### src/logic/cpu_pkg.sv
package cpu_pkg;

    localparam int XLEN       = 64;
    localparam int INST_W     = 32;
    localparam int REG_ADDR_W = 5;

    localparam logic [XLEN-1:0] RESET_PC = '0;

    typedef enum logic [6:0] {
        OPC_OP     = 7'b0110011,
        OPC_OP_IMM = 7'b0010011,
        OPC_LOAD   = 7'b0000011,
        OPC_STORE  = 7'b0100011,
        OPC_BRANCH = 7'b1100011,
        OPC_JAL    = 7'b1101111,
        OPC_JALR   = 7'b1100111,
        OPC_LUI    = 7'b0110111
    } opcode_e;

    typedef enum logic [3:0] {
        ALU_ADD,
        ALU_SUB,
        ALU_AND,
        ALU_OR,
        ALU_XOR,
        ALU_SLT,
        ALU_SLL,
        ALU_SRL
    } alu_op_e;

    typedef enum logic [1:0] {
        WB_ALU,
        WB_IMM,
        WB_PC4,
        WB_MEM
    } wb_sel_e;

    typedef enum logic [1:0] {
        FWD_REG,
        FWD_EX_MEM,
        FWD_WB
    } fwd_sel_e;

    typedef struct packed {
        logic        reg_write;
        logic        mem_read;
        logic        mem_write;
        logic        branch;
        logic        jal;
        logic        jalr;
        logic        alu_src_imm;
        alu_op_e     alu_op;
        wb_sel_e     wb_sel;
        logic [2:0]  funct3;   // branch condition
    } ctrl_t;

    typedef struct packed {
        logic                  valid;
        ctrl_t                 ctrl;
        logic [XLEN-1:0]       pc;
        logic [REG_ADDR_W-1:0] rs1;
        logic [REG_ADDR_W-1:0] rs2;
        logic [REG_ADDR_W-1:0] rd;
        logic [XLEN-1:0]       rs1_data;
        logic [XLEN-1:0]       rs2_data;
        logic [XLEN-1:0]       imm;
    } id_ex_t;

    typedef struct packed {
        logic                  valid;
        logic                  reg_write;
        logic                  mem_read;
        logic                  mem_write;
        wb_sel_e               wb_sel;
        logic [REG_ADDR_W-1:0] rd;
        logic [XLEN-1:0]       result;     // also the data memory address
        logic [XLEN-1:0]       store_data;
        logic [XLEN-1:0]       pc;
        logic [XLEN-1:0]       imm;
    } ex_mem_t;

    typedef struct packed {
        logic                  valid;
        logic                  reg_write;
        wb_sel_e               wb_sel;
        logic [REG_ADDR_W-1:0] rd;
        logic [XLEN-1:0]       result;
        logic [XLEN-1:0]       load_data;
        logic [XLEN-1:0]       pc;
        logic [XLEN-1:0]       imm;
    } mem_wb_t;

endpackage

### src/logic/fetch_stage.sv
`timescale 1ns/10ps

module fetch_stage (
    input  logic                        clk,
    input  logic                        rst_n,
    input  logic                        stall,
    input  logic                        redirect,
    input  logic [cpu_pkg::XLEN-1:0]    redirect_pc,
    input  logic [cpu_pkg::INST_W-1:0]  inst,
    output logic [cpu_pkg::XLEN-1:0]    pc_out,
    output logic [cpu_pkg::INST_W-1:0]  if_id_inst,
    output logic [cpu_pkg::XLEN-1:0]    if_id_pc,
    output logic                        if_id_valid
);

    always_ff @(posedge clk) begin
        if (!rst_n) begin
            pc_out <= cpu_pkg::RESET_PC;
        end else if (redirect) begin   // redirect wins over stall
            pc_out <= redirect_pc;
        end else if (!stall) begin
            pc_out <= pc_out + 64'd4;
        end
    end

    always_ff @(posedge clk) begin
        if (!rst_n || redirect) begin
            if_id_valid <= 1'b0;   // kill the fetch in flight
        end else if (!stall) begin
            if_id_valid <= 1'b1;
            if_id_inst  <= inst;
            if_id_pc    <= pc_out;
        end
    end

endmodule

### config.mk
export PLATFORM = sky130hd
export DESIGN_NAME = fetch_stage
export DESIGN_NICKNAME = d
export VERILOG_FILES = /design/src/logic/cpu_pkg.sv /design/src/logic/fetch_stage.sv
export SDC_FILE = /design/constraint.sdc
export NUM_CORES = 1
export LEC_CHECK = 0
export BUFFER_PORTS_ARGS = -buffer_cell sky130_fd_sc_hd__buf_2
export CORE_MARGIN = 3
export CORE_UTILIZATION = 30
export CTS_CLUSTER_DIAMETER = 80
export CTS_CLUSTER_SIZE = 10
export DETAILED_ROUTE_END_ITERATION = 16
export GPL_TIMING_DRIVEN = 1
export PLACE_DENSITY_LB_ADDON = 0.15
export SLEW_MARGIN = 0
export SYNTH_ARGS = -nofsm -noshare
export SYNTH_HDL_FRONTEND = slang
export SYNTH_SLANG_ARGS = --single-unit
### constraint.sdc
create_clock -name clk -period 21.1 [get_ports clk]
set_input_delay 6.33 -clock clk [delete_from_list [all_inputs] [get_ports clk]]
set_output_delay 6.33 -clock clk [all_outputs]
set_load 0.01 [all_outputs]
== Word level (Yosys, flattened, before mapping) ==
Cells that the tools add are included.

* Register bits after elaboration: 161
* Bits in latches: 0
* RAM bits: 0
* ROM bits: 0
* Memories kept: 0

* Add/subtract/negate cells: 1
* Multiply operators: 0
* Divide/modulo/power cells: 0
* $lt $le $gt $ge: 0
* Equality and inequality tests: 1
* Shift operators: 0
* Muxes and demuxes: 2
* Bitwise operators: 2
* Reduce and logical (&&, ||, !) cells: 3

{| class="wikitable"
|+ Operators with widths
! cell !! number
|-
| $mux 64 || 2
|-
| $add 64x3->64 const B || 1
|-
| $ne 2x1->1 const B || 1
|-
| $not 1->1 || 2
|-
| $reduce_and 2->1 || 1
|-
| $logic_not 1->1 || 1
|-
| $logic_or 1x1->1 || 1
|}

== Logic depth before layout (Yosys ltp) ==
Gate-level depths: netlist of run 1.

* Depth in word-level cells: 4
* Gate-level depth with buffers: 8

== Worst setup path before layout of run 1 ==
OpenSTA, ideal clock, no wires.

* Path type: input to register
* From: input port stall
* To: register pc_out[54] (netlist name)
* Arrival time: 11.194 ns
* Required time: 21.021 ns
* Path slack: 9.827 ns
* Cell stages on the path: 5
* Cells stage by stage: clkbuf_1 nor2_1 and2_1 o41ai_1 o211ai_1

* Word-level cells in the longest chain between the ends: 1

{| class="wikitable"
|+ Ends and longest elaborated chain
! element !! line !! RTL
|-
| start: declaration || fetch_stage.sv:6 || <nowiki>input logic stall,</nowiki>
|-
| $ne 2x1->1 (no source line) || -- ||
|-
| end signal: assignment || fetch_stage.sv:18 || <nowiki>pc_out <= cpu_pkg::RESET_PC;</nowiki>
|-
| end signal: assignment || fetch_stage.sv:20 || <nowiki>pc_out <= redirect_pc;</nowiki>
|-
| end signal: assignment || fetch_stage.sv:22 || <nowiki>pc_out <= pc_out + 64'd4;</nowiki>
|-
| end: declaration || fetch_stage.sv:10 || <nowiki>output logic [cpu_pkg::XLEN-1:0] pc_out,</nowiki>
|}

No other way between the ends.
A chain may end at the register's enable or synchronous reset.

== Worst setup path in the final report of run 1 ==
* From: input port rst_n
* To: register if_id_pc[39] (netlist name) (enable)

* Word-level cells in the longest chain between the ends: 4

{| class="wikitable"
|+ Ends and longest elaborated chain
! element !! line !! RTL
|-
| start: declaration || fetch_stage.sv:5 || <nowiki>input logic rst_n,</nowiki>
|-
| $logic_not 1->1 || fetch_stage.sv:27 || <nowiki>if (!rst_n || redirect) begin</nowiki>
|-
| $logic_or 1x1->1 || fetch_stage.sv:27 ||
|-
| $not 1->1 (no source line) || -- ||
|-
| $reduce_and 2->1 (no source line) || -- ||
|-
| end signal: assignment || fetch_stage.sv:32 || <nowiki>if_id_pc <= pc_out;</nowiki>
|-
| end: declaration || fetch_stage.sv:12 || <nowiki>output logic [cpu_pkg::XLEN-1:0] if_id_pc,</nowiki>
|}

No other way between the ends.

==> flow_summary_export.csv, run 1 <==
group,metric,value,unit
power_and_ir_drop,swShare,25.6,%
placement,routabilityCongestion,0.802,
sta,setup_tns,0,ns
critical_path,cp-start-kind,"input pin",
logic_synthesis,ys_types,51,
placement,post-place-ws,11.58,ns
logic_synthesis,async_reset_ff_share,0,%
logic_synthesis,synthCells,598,
clock_network,cts_setup_buffers,0,
finish,final_common_cell,"buf_2",
logic_synthesis,syn-num-nets,699,
logic_synthesis,syn_area,0.00683,mm²
clock_network,clk_latency,0.43,ns
grt,overflow,0,
clock_network,numCtsBuffers,17,
critical_path,required,21.16,ns
power_and_ir_drop,leakagePower,0.00356,µW
finish,num-nets-final,953,
power_and_ir_drop,pwr-share-comb,8.2,%
logic_synthesis,avgSynthCellArea,11.4,µm²
finish,drive_above_1_share,35.6,%
sta,setup_violations,0,
detailed_routing,drt_iter0_drc,359,
sta,timing.hold.ws,0.468,ns
clock_network,holdBufCountCts,0,
clock_network,cts_tree,"done",
clock_network,clk_root_buffer_cell,"clkbuf_16",
clock_network,cts_resized,0,
power_and_ir_drop,vdd.ir_drop.worst,0.0498,mV
logic_synthesis,synth-seq-cells,161,
finish,num_antenna_cells,0,
power_and_ir_drop,p_int,540,µW
sta,skew,0.0111,ns
sta,period_minus_slack,8.92,ns
logic_synthesis,ys_seq_area_share,61.3,%
finish,area_growth,31.3,%
floorplanning,io_pins,261,
detailed_routing,firstDrtPassIters,5,
finish,stdcell_area,0.00897,mm²
grt,grt_pass1_wl,31900,µm
sta,period_share,42.3,%
run,cap_violations,0,
grt,busiest_layer,"met2",
critical_path,path_max_fanout,77,
grt,grt_start_max_net_pins,78,
sta,rsz0062_at_grt,"false",
grt,grt_use_total,16.9,%
floorplanning,chipHeight,157,µm
clock_network,cts_num_sinks,161,
sta,fmax,0.112,GHz
floorplanning,core-area,0.0221,mm²
floorplanning,rows,54,
placement,dpl.hpwl,15600,µm
detailed_routing,via_per_inst,5.12,
placement,io_buffers,260,
power_and_ir_drop,seqPwrFrac,50.7,%
detailed_routing,finalWirelength,21700,µm
grt,grt_use_met1,23.5,%
grt,met3_usage,5.11,%
grt,antenna_found_initial,2,
critical_path,critPathCaptureType,"flop",
clock_network,clk_pin_slew,0.06,ns
grt,grt_pass1_vias,5486,
power_and_ir_drop,power.density,80.8,mW/mm²
detailed_routing,drtAntennaViolNets,0,
logic_synthesis,ys.flop_type,"edfxtp_1",
floorplanning,start_util,30.9,%
detailed_routing,num_vias,5862,
sta,slew_viol_final,0,
clock_network,cts.path.max_buffers,2,
min_path,hp-class,"flop to flop",
sta,hold_violations,0,
sta,tightest_slew,1.17,ns
detailed_routing,wl_per_cell,19.0,µm
power_and_ir_drop,p_switching,185,µW
detailed_routing,route.detailed.drc,0,
floorplanning,die_area,0.0246,mm²
logic_synthesis,synth_edf_count,96,
finish,final_core_util,40.6,%
finish,layout_common_cells,"260 x buf_2, 96 x edfxtp_1, 65 x dfxtp_1, 45 x o21ai_0, 44 x nand2_1",
critical_path,arrival,8.98,ns
power_and_ir_drop,clkPwrFrac,41.1,%
clock_network,htree_levels,4,
sta,finalWorstSetupSlack,12.18,ns
logic_synthesis,yosys_warnings,0,
sta,slew_headroom,21.5,%
outcome,outcome,"finished clean",
floorplanning,fp.dieW,157,µm
critical_path,crit_type,"input pin to flop",
placement,dpl-instance-area,0.00841,mm²
grt,use_met2,25.5,%
## routing by layer
layer | up-vias | share of wire, %
li1 | 2832 | -
met4 | 4 | 1.0
met2 | 230 | 44
met5 | - | 0.097
met1 | 2776 | 46
met3 | 20 | 8.7
## kinds of logic (layout without fill, tap and decap cells)
family / count (synthesis) / count (layout) / share of synthesized area (%)
AO/OA/AOI/OAI: 116 / 116 / 11.0
XOR/XNOR: 26 / 26 / 3.33
adder cells (fa/ha/maj): 1 / 1 / 0.183
buffers and inverters: 33 / 300 / 1.83
flip-flops: 161 / 161 / 61.3
multiplexers: 9 / 9 / 1.37
AND/OR/NAND/NOR: 252 / 252 / 21.0
## state kept, by name (all words and copies together) (netlist names)
signal       flops
if_id_valid      1
if_id_inst      32
if_id_pc        64
pc_out          64
## power by group through the flow
stage               Sequential, µW  Clock (µW)  Combinational, µW
global route                   370         319               65.7
finish                         368         298               59.3
CTS                            368         307               60.4
global placement               375           0               59.7
detailed placement             375           0               60.2
floorplan                      377           0               23.6
## cells in the mapped netlist, types with 2 or more instances
cell	number	area, µm²
a211oi_1	4	30.0
clkbuf_1	26	97.6
nand2b_1	5	31.3
o2111ai_1	2	17.5
nand3_1	38	190
or2_2	2	12.5
nor4b_1	3	26.3
or4_1	13	97.6
o2111a_1	4	45.0
or3_1	4	25.0
xnor2_1	16	140
nand4_2	2	25.0
a31oi_1	10	62.6
o211ai_1	3	22.5
edfxtp_1	96	2880
nor3b_1	7	52.6
o211a_1	10	100
nor3_1	13	65.1
and4_1	12	105
and2_1	9	56.3
xor2_1	10	87.6
mux2_2	3	33.8
nor4_2	2	25.0
a211o_1	4	35.0
nor4_1	8	50.1
a21oi_1	18	90.1
nand4_1	35	219
buf_1	3	11.3
o31ai_1	10	75.1
nand2_1	44	165
inv_1	2	7.51
nor2b_1	6	37.5
mux2i_1	6	60.1
o21ai_0	45	225
dfxtp_1	65	1300
o41ai_1	2	17.5
nor2_1	30	113
and3_1	13	81.3
## critical path, cell delays in order
cell and delay (ns):
buf_2 0.08, buf_4 0.57, nand2b_1 0.25, nor2_4 0.93
buf_4 0.73
## path summary, 6_finish.rpt
check / startpoint / endpoint / slack, ns / depth (start not counted)
hold reg to reg: if_id_valid$_SDFFE_PP0N_ / if_id_valid$_SDFFE_PP0N_ / 0.47 / 2
setup / recovery: rst_n / if_id_pc[39]$_DFFE_PP_ / 12.18 / 5
setup reg to reg: pc_out[2]$_SDFFE_PN0N_ / pc_out[58]$_SDFFE_PN0N_ / 18.25 / 6
hold / removal: if_id_valid$_SDFFE_PP0N_ / if_id_valid$_SDFFE_PP0N_ / 0.47 / 2
## final cells by class
cell class | instances | area, µm²
fill | 2207 | 13100
sequential | 161 | 4180
multi-input combinational | 404 | 2530
timing repair buffer | 265 | 1340
clock buffer | 18 | 429
tap | 280 | 350
clock inverter | 14 | 129
inverter | 3 | 11.3
## through the flow
stage | total power [µW] | std cells
after global placement | 434 | 1113
after global routing | 755 | 1145
after floorplan | 400 | 598
after CTS | 735 | 1145
final | 725 | 1145
after detailed placement | 435 | 1113
No activity file was read; power rests on OpenSTA's default activity.
==> inputs of run 2 (changes only) <==
clock period = 9.1 ns   (was 21.1 ns; I/O delays follow)
==> run 2 against run 1 <==
Against the previous run: clock skew is 0.0047 ns higher; sequential power rose by 130%; combinational power up 130%; die area unchanged; flip-flop and latch count is the same; global-route usage is 0.20 points higher; non-clock buffer count is the same; wire length up 0.43%; critical path depth unchanged; largest cell class unchanged.
==> flow_summary_export.csv, run 2 (synthesis gave the netlist of run 1 again) <==
group,metric,value,unit
critical_path,cpMaxStageDelayCell,"nor2_4",
placement,dpl.hpwl,15700,µm
placement,io_buffers,260,
detailed_routing,num_vias,5880,
finish,fillerInstances,2204,
grt,use_met2,26.1,%
sta,period_minus_slack,4.93,ns
detailed_routing,via_per_inst,5.14,
finish,num-nets-final,953,
critical_path,crit_type,"input pin to flop",
outcome,outcome,"finished clean",
clock_network,cts_setup_buffers,0,
grt,busiest_layer,"met2",
placement,routabilityCongestion,0.792,
power_and_ir_drop,seqPwrFrac,50.1,%
clock_network,htree_levels,4,
detailed_routing,drt_iter0_drc,436,
min_path,hp-class,"flop to flop",
detailed_routing,firstDrtPassIters,5,
power_and_ir_drop,pwr-share-comb,8.1,%
detailed_routing,route.detailed.drc,0,
critical_path,crit_buf_inv,3,
sta,period_share,54.2,%
grt,met3_usage,5.80,%
grt,overflow,0,
clock_network,cts_resized,0,
finish,num_antenna_cells,0,
sta,rsz0062_at_grt,"false",
critical_path,arrival,5.03,ns
clock_network,cts.path.max_buffers,2,
sta,hold_violations,0,
floorplanning,start_util,30.9,%
sta,timing.hold.ws,0.450,ns
floorplanning,die_area,0.0246,mm²
floorplanning,chipHeight,157,µm
grt,antenna_found_initial,1,
sta,tightest_slew,1.22,ns
critical_path,cp-start-kind,"input pin",
run,cap_violations,0,
critical_path,required,9.20,ns
power_and_ir_drop,leakagePower,0.00356,µW
clock_network,clk_latency,0.44,ns
clock_network,numCtsBuffers,17,
power_and_ir_drop,swShare,26.1,%
clock_network,clk_root_buffer_cell,"clkbuf_16",
critical_path,cpPeakStageDelay,0.96,ns
power_and_ir_drop,p_switching,444,µW
finish,multi_input_area,0.00253,mm²
clock_network,clk_pin_slew,0.07,ns
power_and_ir_drop,vdd.ir_drop.worst,0.128,mV
grt,grt_use_met1,23.8,%
clock_network,holdBufCountCts,0,
detailed_routing,finalWirelength,21800,µm
critical_path,critPathTopFamily,"simple AND/OR/NAND/NOR gates",
detailed_routing,wl_per_cell,19.0,µm
floorplanning,io_pins,261,
finish,drive_above_1_share,35.6,%
critical_path,critPathCaptureType,"flop",
grt,grt_start_max_net_pins,78,
grt,grt_pass1_vias,5507,
finish,area_growth,31.8,%
sta,slew_viol_final,0,
finish,layout_common_cells,"260 x buf_2, 96 x edfxtp_1, 65 x dfxtp_1, 45 x o21ai_0, 44 x nand2_1",
critical_path,path_max_fanout,77,
power_and_ir_drop,clkPwrFrac,41.8,%
clock_network,cts_tree,"done",
critical_path,path_cells,"buf_2 -> buf_4 -> nand2b_1 -> nor2_4 -> buf_12",
floorplanning,core-area,0.0221,mm²
sta,fmax,0.203,GHz
sta,setup_tns,0,ns
grt,grt_use_total,17.1,%
grt,grt_pass1_wl,32300,µm
clock_network,cts_num_sinks,161,
sta,skew,0.0158,ns
sta,slew_headroom,18.5,%
sta,setup_violations,0,
power_and_ir_drop,p_int,1260,µW
floorplanning,rows,54,
detailed_routing,drtAntennaViolNets,0,
finish,top_regs,"if_id_pc: 64 flops, pc_out: 64 flops, if_id_inst: 32 flops",
finish,seq_area,0.00418,mm²
floorplanning,fp.dieW,157,µm
finish,final_common_cell,"buf_2",
power_and_ir_drop,power.density,189,mW/mm²
## run 2: changes by cell type in the layout (fill, tap and decap cells not counted)
cell / previous run / this run
buf_12: 0 / 1
buf_4: 5 / 4
clkbuf_1: 1 / 0
clkinv_1: 0 / 1
clkinv_2: 3 / 0
clkinv_4: 2 / 3
clkinvlp_4: 3 / 4
inv_6: 5 / 3
inv_8: 0 / 3
## run 2: final timing paths
path	startpoint	end	slack [ns]	cells after the start
min reg2reg	if_id_valid$_SDFFE_PP0N_	if_id_valid$_SDFFE_PP0N_	0.45	2
min	if_id_valid$_SDFFE_PP0N_	if_id_valid$_SDFFE_PP0N_	0.45	2
max	rst_n	if_id_pc[32]$_DFFE_PP_	4.17	5
max reg2reg	pc_out[2]$_SDFFE_PN0N_	pc_out[46]$_SDFFE_PN0N_	6.26	6
## run 2: tightest hold or removal path, cell delays in order (launching register included)
cell and delay, ns:
dfxtp_1 0.31, inv_1 0.05, a21oi_1 0.05
## run 2: routing by layer
layer | share of wire [%] | wire length (µm)
met2 | 44 | 9630
met1 | 47 | 10200
met4 | 0.91 | 199
met5 | 0.060 | 13
met3 | 8.0 | 1750
## run 2: layout make-up
type	instances	share of cell area [%]
flip-flops and latches	161	46.5
clock buffers	17	4.73
repair buffers	265	15.0
well taps	280	3.89
inverters	3	0.125
clock inverters	15	1.67
multi-input cells	404	28.1
## run 2: power groups by stage
stage          Clock [µW]  Combinational (µW)  Sequential, µW
2_1_floorplan           0                54.6             873
5_1_grt               758                 153             859
4_1_cts               729                 141             852
6_report              711                 138             852
3_5_place_dp            0                 140             869
3_3_place_gp            0                 139             868
## run 2: through the flow
step	utilization [%]	cell area (µm²)	setup WS (ns)	power (µW)	std cells
6_report	40.7	9000	4.17	1700	1145
5_1_grt	40.7	9000	3.86	1770	1145
3_3_place_gp	38.1	8430	3.66	1010	1113
2_1_floorplan	-	6830	1.43	928	598
3_5_place_dp	38.1	8430	3.60	1010	1113
4_1_cts	40.7	9000	4.03	1720	1145
==> inputs of run 3 (changes only) <==
clock period = 4.3 ns   (was 9.1 ns; I/O delays follow)
==> run 3 against run 2 <==
Against the previous run: sequential power is 110% higher; register-to-register slack lost 4.8 ns; global-route usage up 0.11 points; flip-flop and latch count unchanged; hold slack better by 0.0011 ns; setup slack worse by 3.0 ns; first-iteration DRC count rose by 4.1%; cell count grew 0.17%; combinational power rose by 110%; largest power group unchanged; highest routed layer unchanged.
==> flow_summary_export.csv, run 3 (synthesis gave the netlist of run 1 again) <==
group,metric,value,unit
grt,grt_pass1_wl,32600,µm
grt,grt_pass1_vias,5475,
finish,final_common_cell,"buf_2",
grt,grt_start_max_net_pins,77,
power_and_ir_drop,power.density,408,mW/mm²
outcome,outcome,"finished clean",
detailed_routing,drt_iter0_drc,454,
grt,antenna_found_initial,2,
min_path,hp-class,"flop to flop",
sta,fmax,0.322,GHz
finish,num_antenna_cells,0,
critical_path,cpPeakStageDelay,0.60,ns
sta,hold_violations,0,
sta,tightest_slew,0.739,ns
floorplanning,io_pins,261,
floorplanning,die_area,0.0246,mm²
sta,slew_viol_final,0,
sta,period_minus_slack,3.10,ns
sta,rsz0062_at_grt,"false",
grt,overflow,0,
finish,area_growth,32.9,%
detailed_routing,num_vias,5859,
critical_path,cp-start-kind,"input pin",
sta,period_share,72.2,%
critical_path,cpMaxStageDelayCell,"or4_1",
power_and_ir_drop,leakagePower,0.00361,µW
detailed_routing,drtAntennaViolNets,0,
detailed_routing,via_per_inst,5.11,
critical_path,critPathCaptureType,"flop",
clock_network,cts_setup_buffers,0,
finish,top_regs,"if_id_pc: 64 flops, pc_out: 64 flops, if_id_inst: 32 flops",
finish,final_core_util,41.1,%
grt,grt_use_total,17.2,%
critical_path,crit_type,"input pin to flop",
clock_network,clk_latency,0.42,ns
critical_path,path_max_fanout,13,
floorplanning,rows,54,
clock_network,cts.path.max_buffers,2,
floorplanning,core-area,0.0221,mm²
min_path,worstHoldPathCells,2,
sta,skew,0.0119,ns
critical_path,reg2regPathDepth,5,
detailed_routing,route.detailed.drc,0,
clock_network,cts_tree,"done",
sta,slew_headroom,50.7,%
clock_network,cts_resized,0,
floorplanning,start_util,30.9,%
placement,routabilityCongestion,0.803,
finish,num-nets-final,955,
clock_network,clk_pin_slew,0.07,ns
detailed_routing,wl_per_cell,19.0,µm
finish,drive_above_1_share,35.9,%
floorplanning,chipHeight,157,µm
placement,io_buffers,260,
sta,setup_violations,0,
placement,dpl.hpwl,15900,µm
clock_network,htree_levels,4,
power_and_ir_drop,vdd.ir_drop.worst,0.229,mV
floorplanning,fp.dieW,157,µm
critical_path,required,4.65,ns
clock_network,cts_num_sinks,161,
clock_network,holdBufCountCts,0,
sta,setup_tns,0,ns
run,cap_violations,0,
finish,layout_common_cells,"260 x buf_2, 96 x edfxtp_1, 65 x dfxtp_1, 45 x o21ai_0, 44 x nand2_1",
critical_path,path_cells,"buf_2 -> nand4b_1 -> nor2_1 -> nand4_1 -> or4_1 -> a31oi_1",
clock_network,clk_root_buffer_cell,"clkbuf_16",
detailed_routing,finalWirelength,21800,µm
power_and_ir_drop,total_power,3710,µW
critical_path,arrival,3.45,ns
detailed_routing,firstDrtPassIters,5,
clock_network,numCtsBuffers,17,
## run 3: power breakdown
part           switching (µW)  internal (µW)
Combinational             160            134
Clock                     677            933
Sequential               90.4           1710
Total                     927           2780
## run 3: final timing paths
path,start,endpoint,slack [ns]
max,stall,pc_out[51]$_SDFFE_PN0N_,1.20
min,if_id_valid$_SDFFE_PP0N_,if_id_valid$_SDFFE_PP0N_,0.45
max reg2reg,pc_out[5]$_SDFFE_PN0N_,pc_out[63]$_SDFFE_PN0N_,1.43
min reg2reg,if_id_valid$_SDFFE_PP0N_,if_id_valid$_SDFFE_PP0N_,0.45
## run 3: metal layers
metal / share of wire, % / global-route usage (%) / wire length [µm] / up-vias
met5: 0.092 / 0 / 20 / -
met4: 0.65 / 3.71 / 141 / 4
met3: 7.8 / 4.62 / 1700 / 14
met2: 45 / 27.3 / 9880 / 229
met1: 46 / 23.8 / 10100 / 2776
li1: - / - / - / 2836
## run 3: layout make-up
cell class | count | area [µm²]
Clock buffer | 17 | 425
Clock inverter | 15 | 199
Fill cell | 2190 | 13000
Inverter | 3 | 11.3
Multi-Input combinational cell | 404 | 2530
Sequential cell | 161 | 4180
Tap cell | 280 | 350
Timing Repair Buffer | 267 | 1380
## run 3: worst max-delay path, delay by kind of cell
kind	cells	cell delay (ns)
AND/OR/NAND/NOR	4	1.81
buffers and inverters	1	0.18
AO/OA/AOI/OAI	1	0.16
## run 3: through the flow
step                      setup WS (ns)  hold WS, ns  cell area, µm²  std cells
after floorplan                   0.826        0.470            6840        598
after global placement            0.913        0.452            8450       1115
after detailed placement          0.795        0.445            8450       1115
after CTS                          1.23        0.457            9080       1147
after global routing               1.04        0.481            9080       1147
final                              1.20        0.451            9080       1147
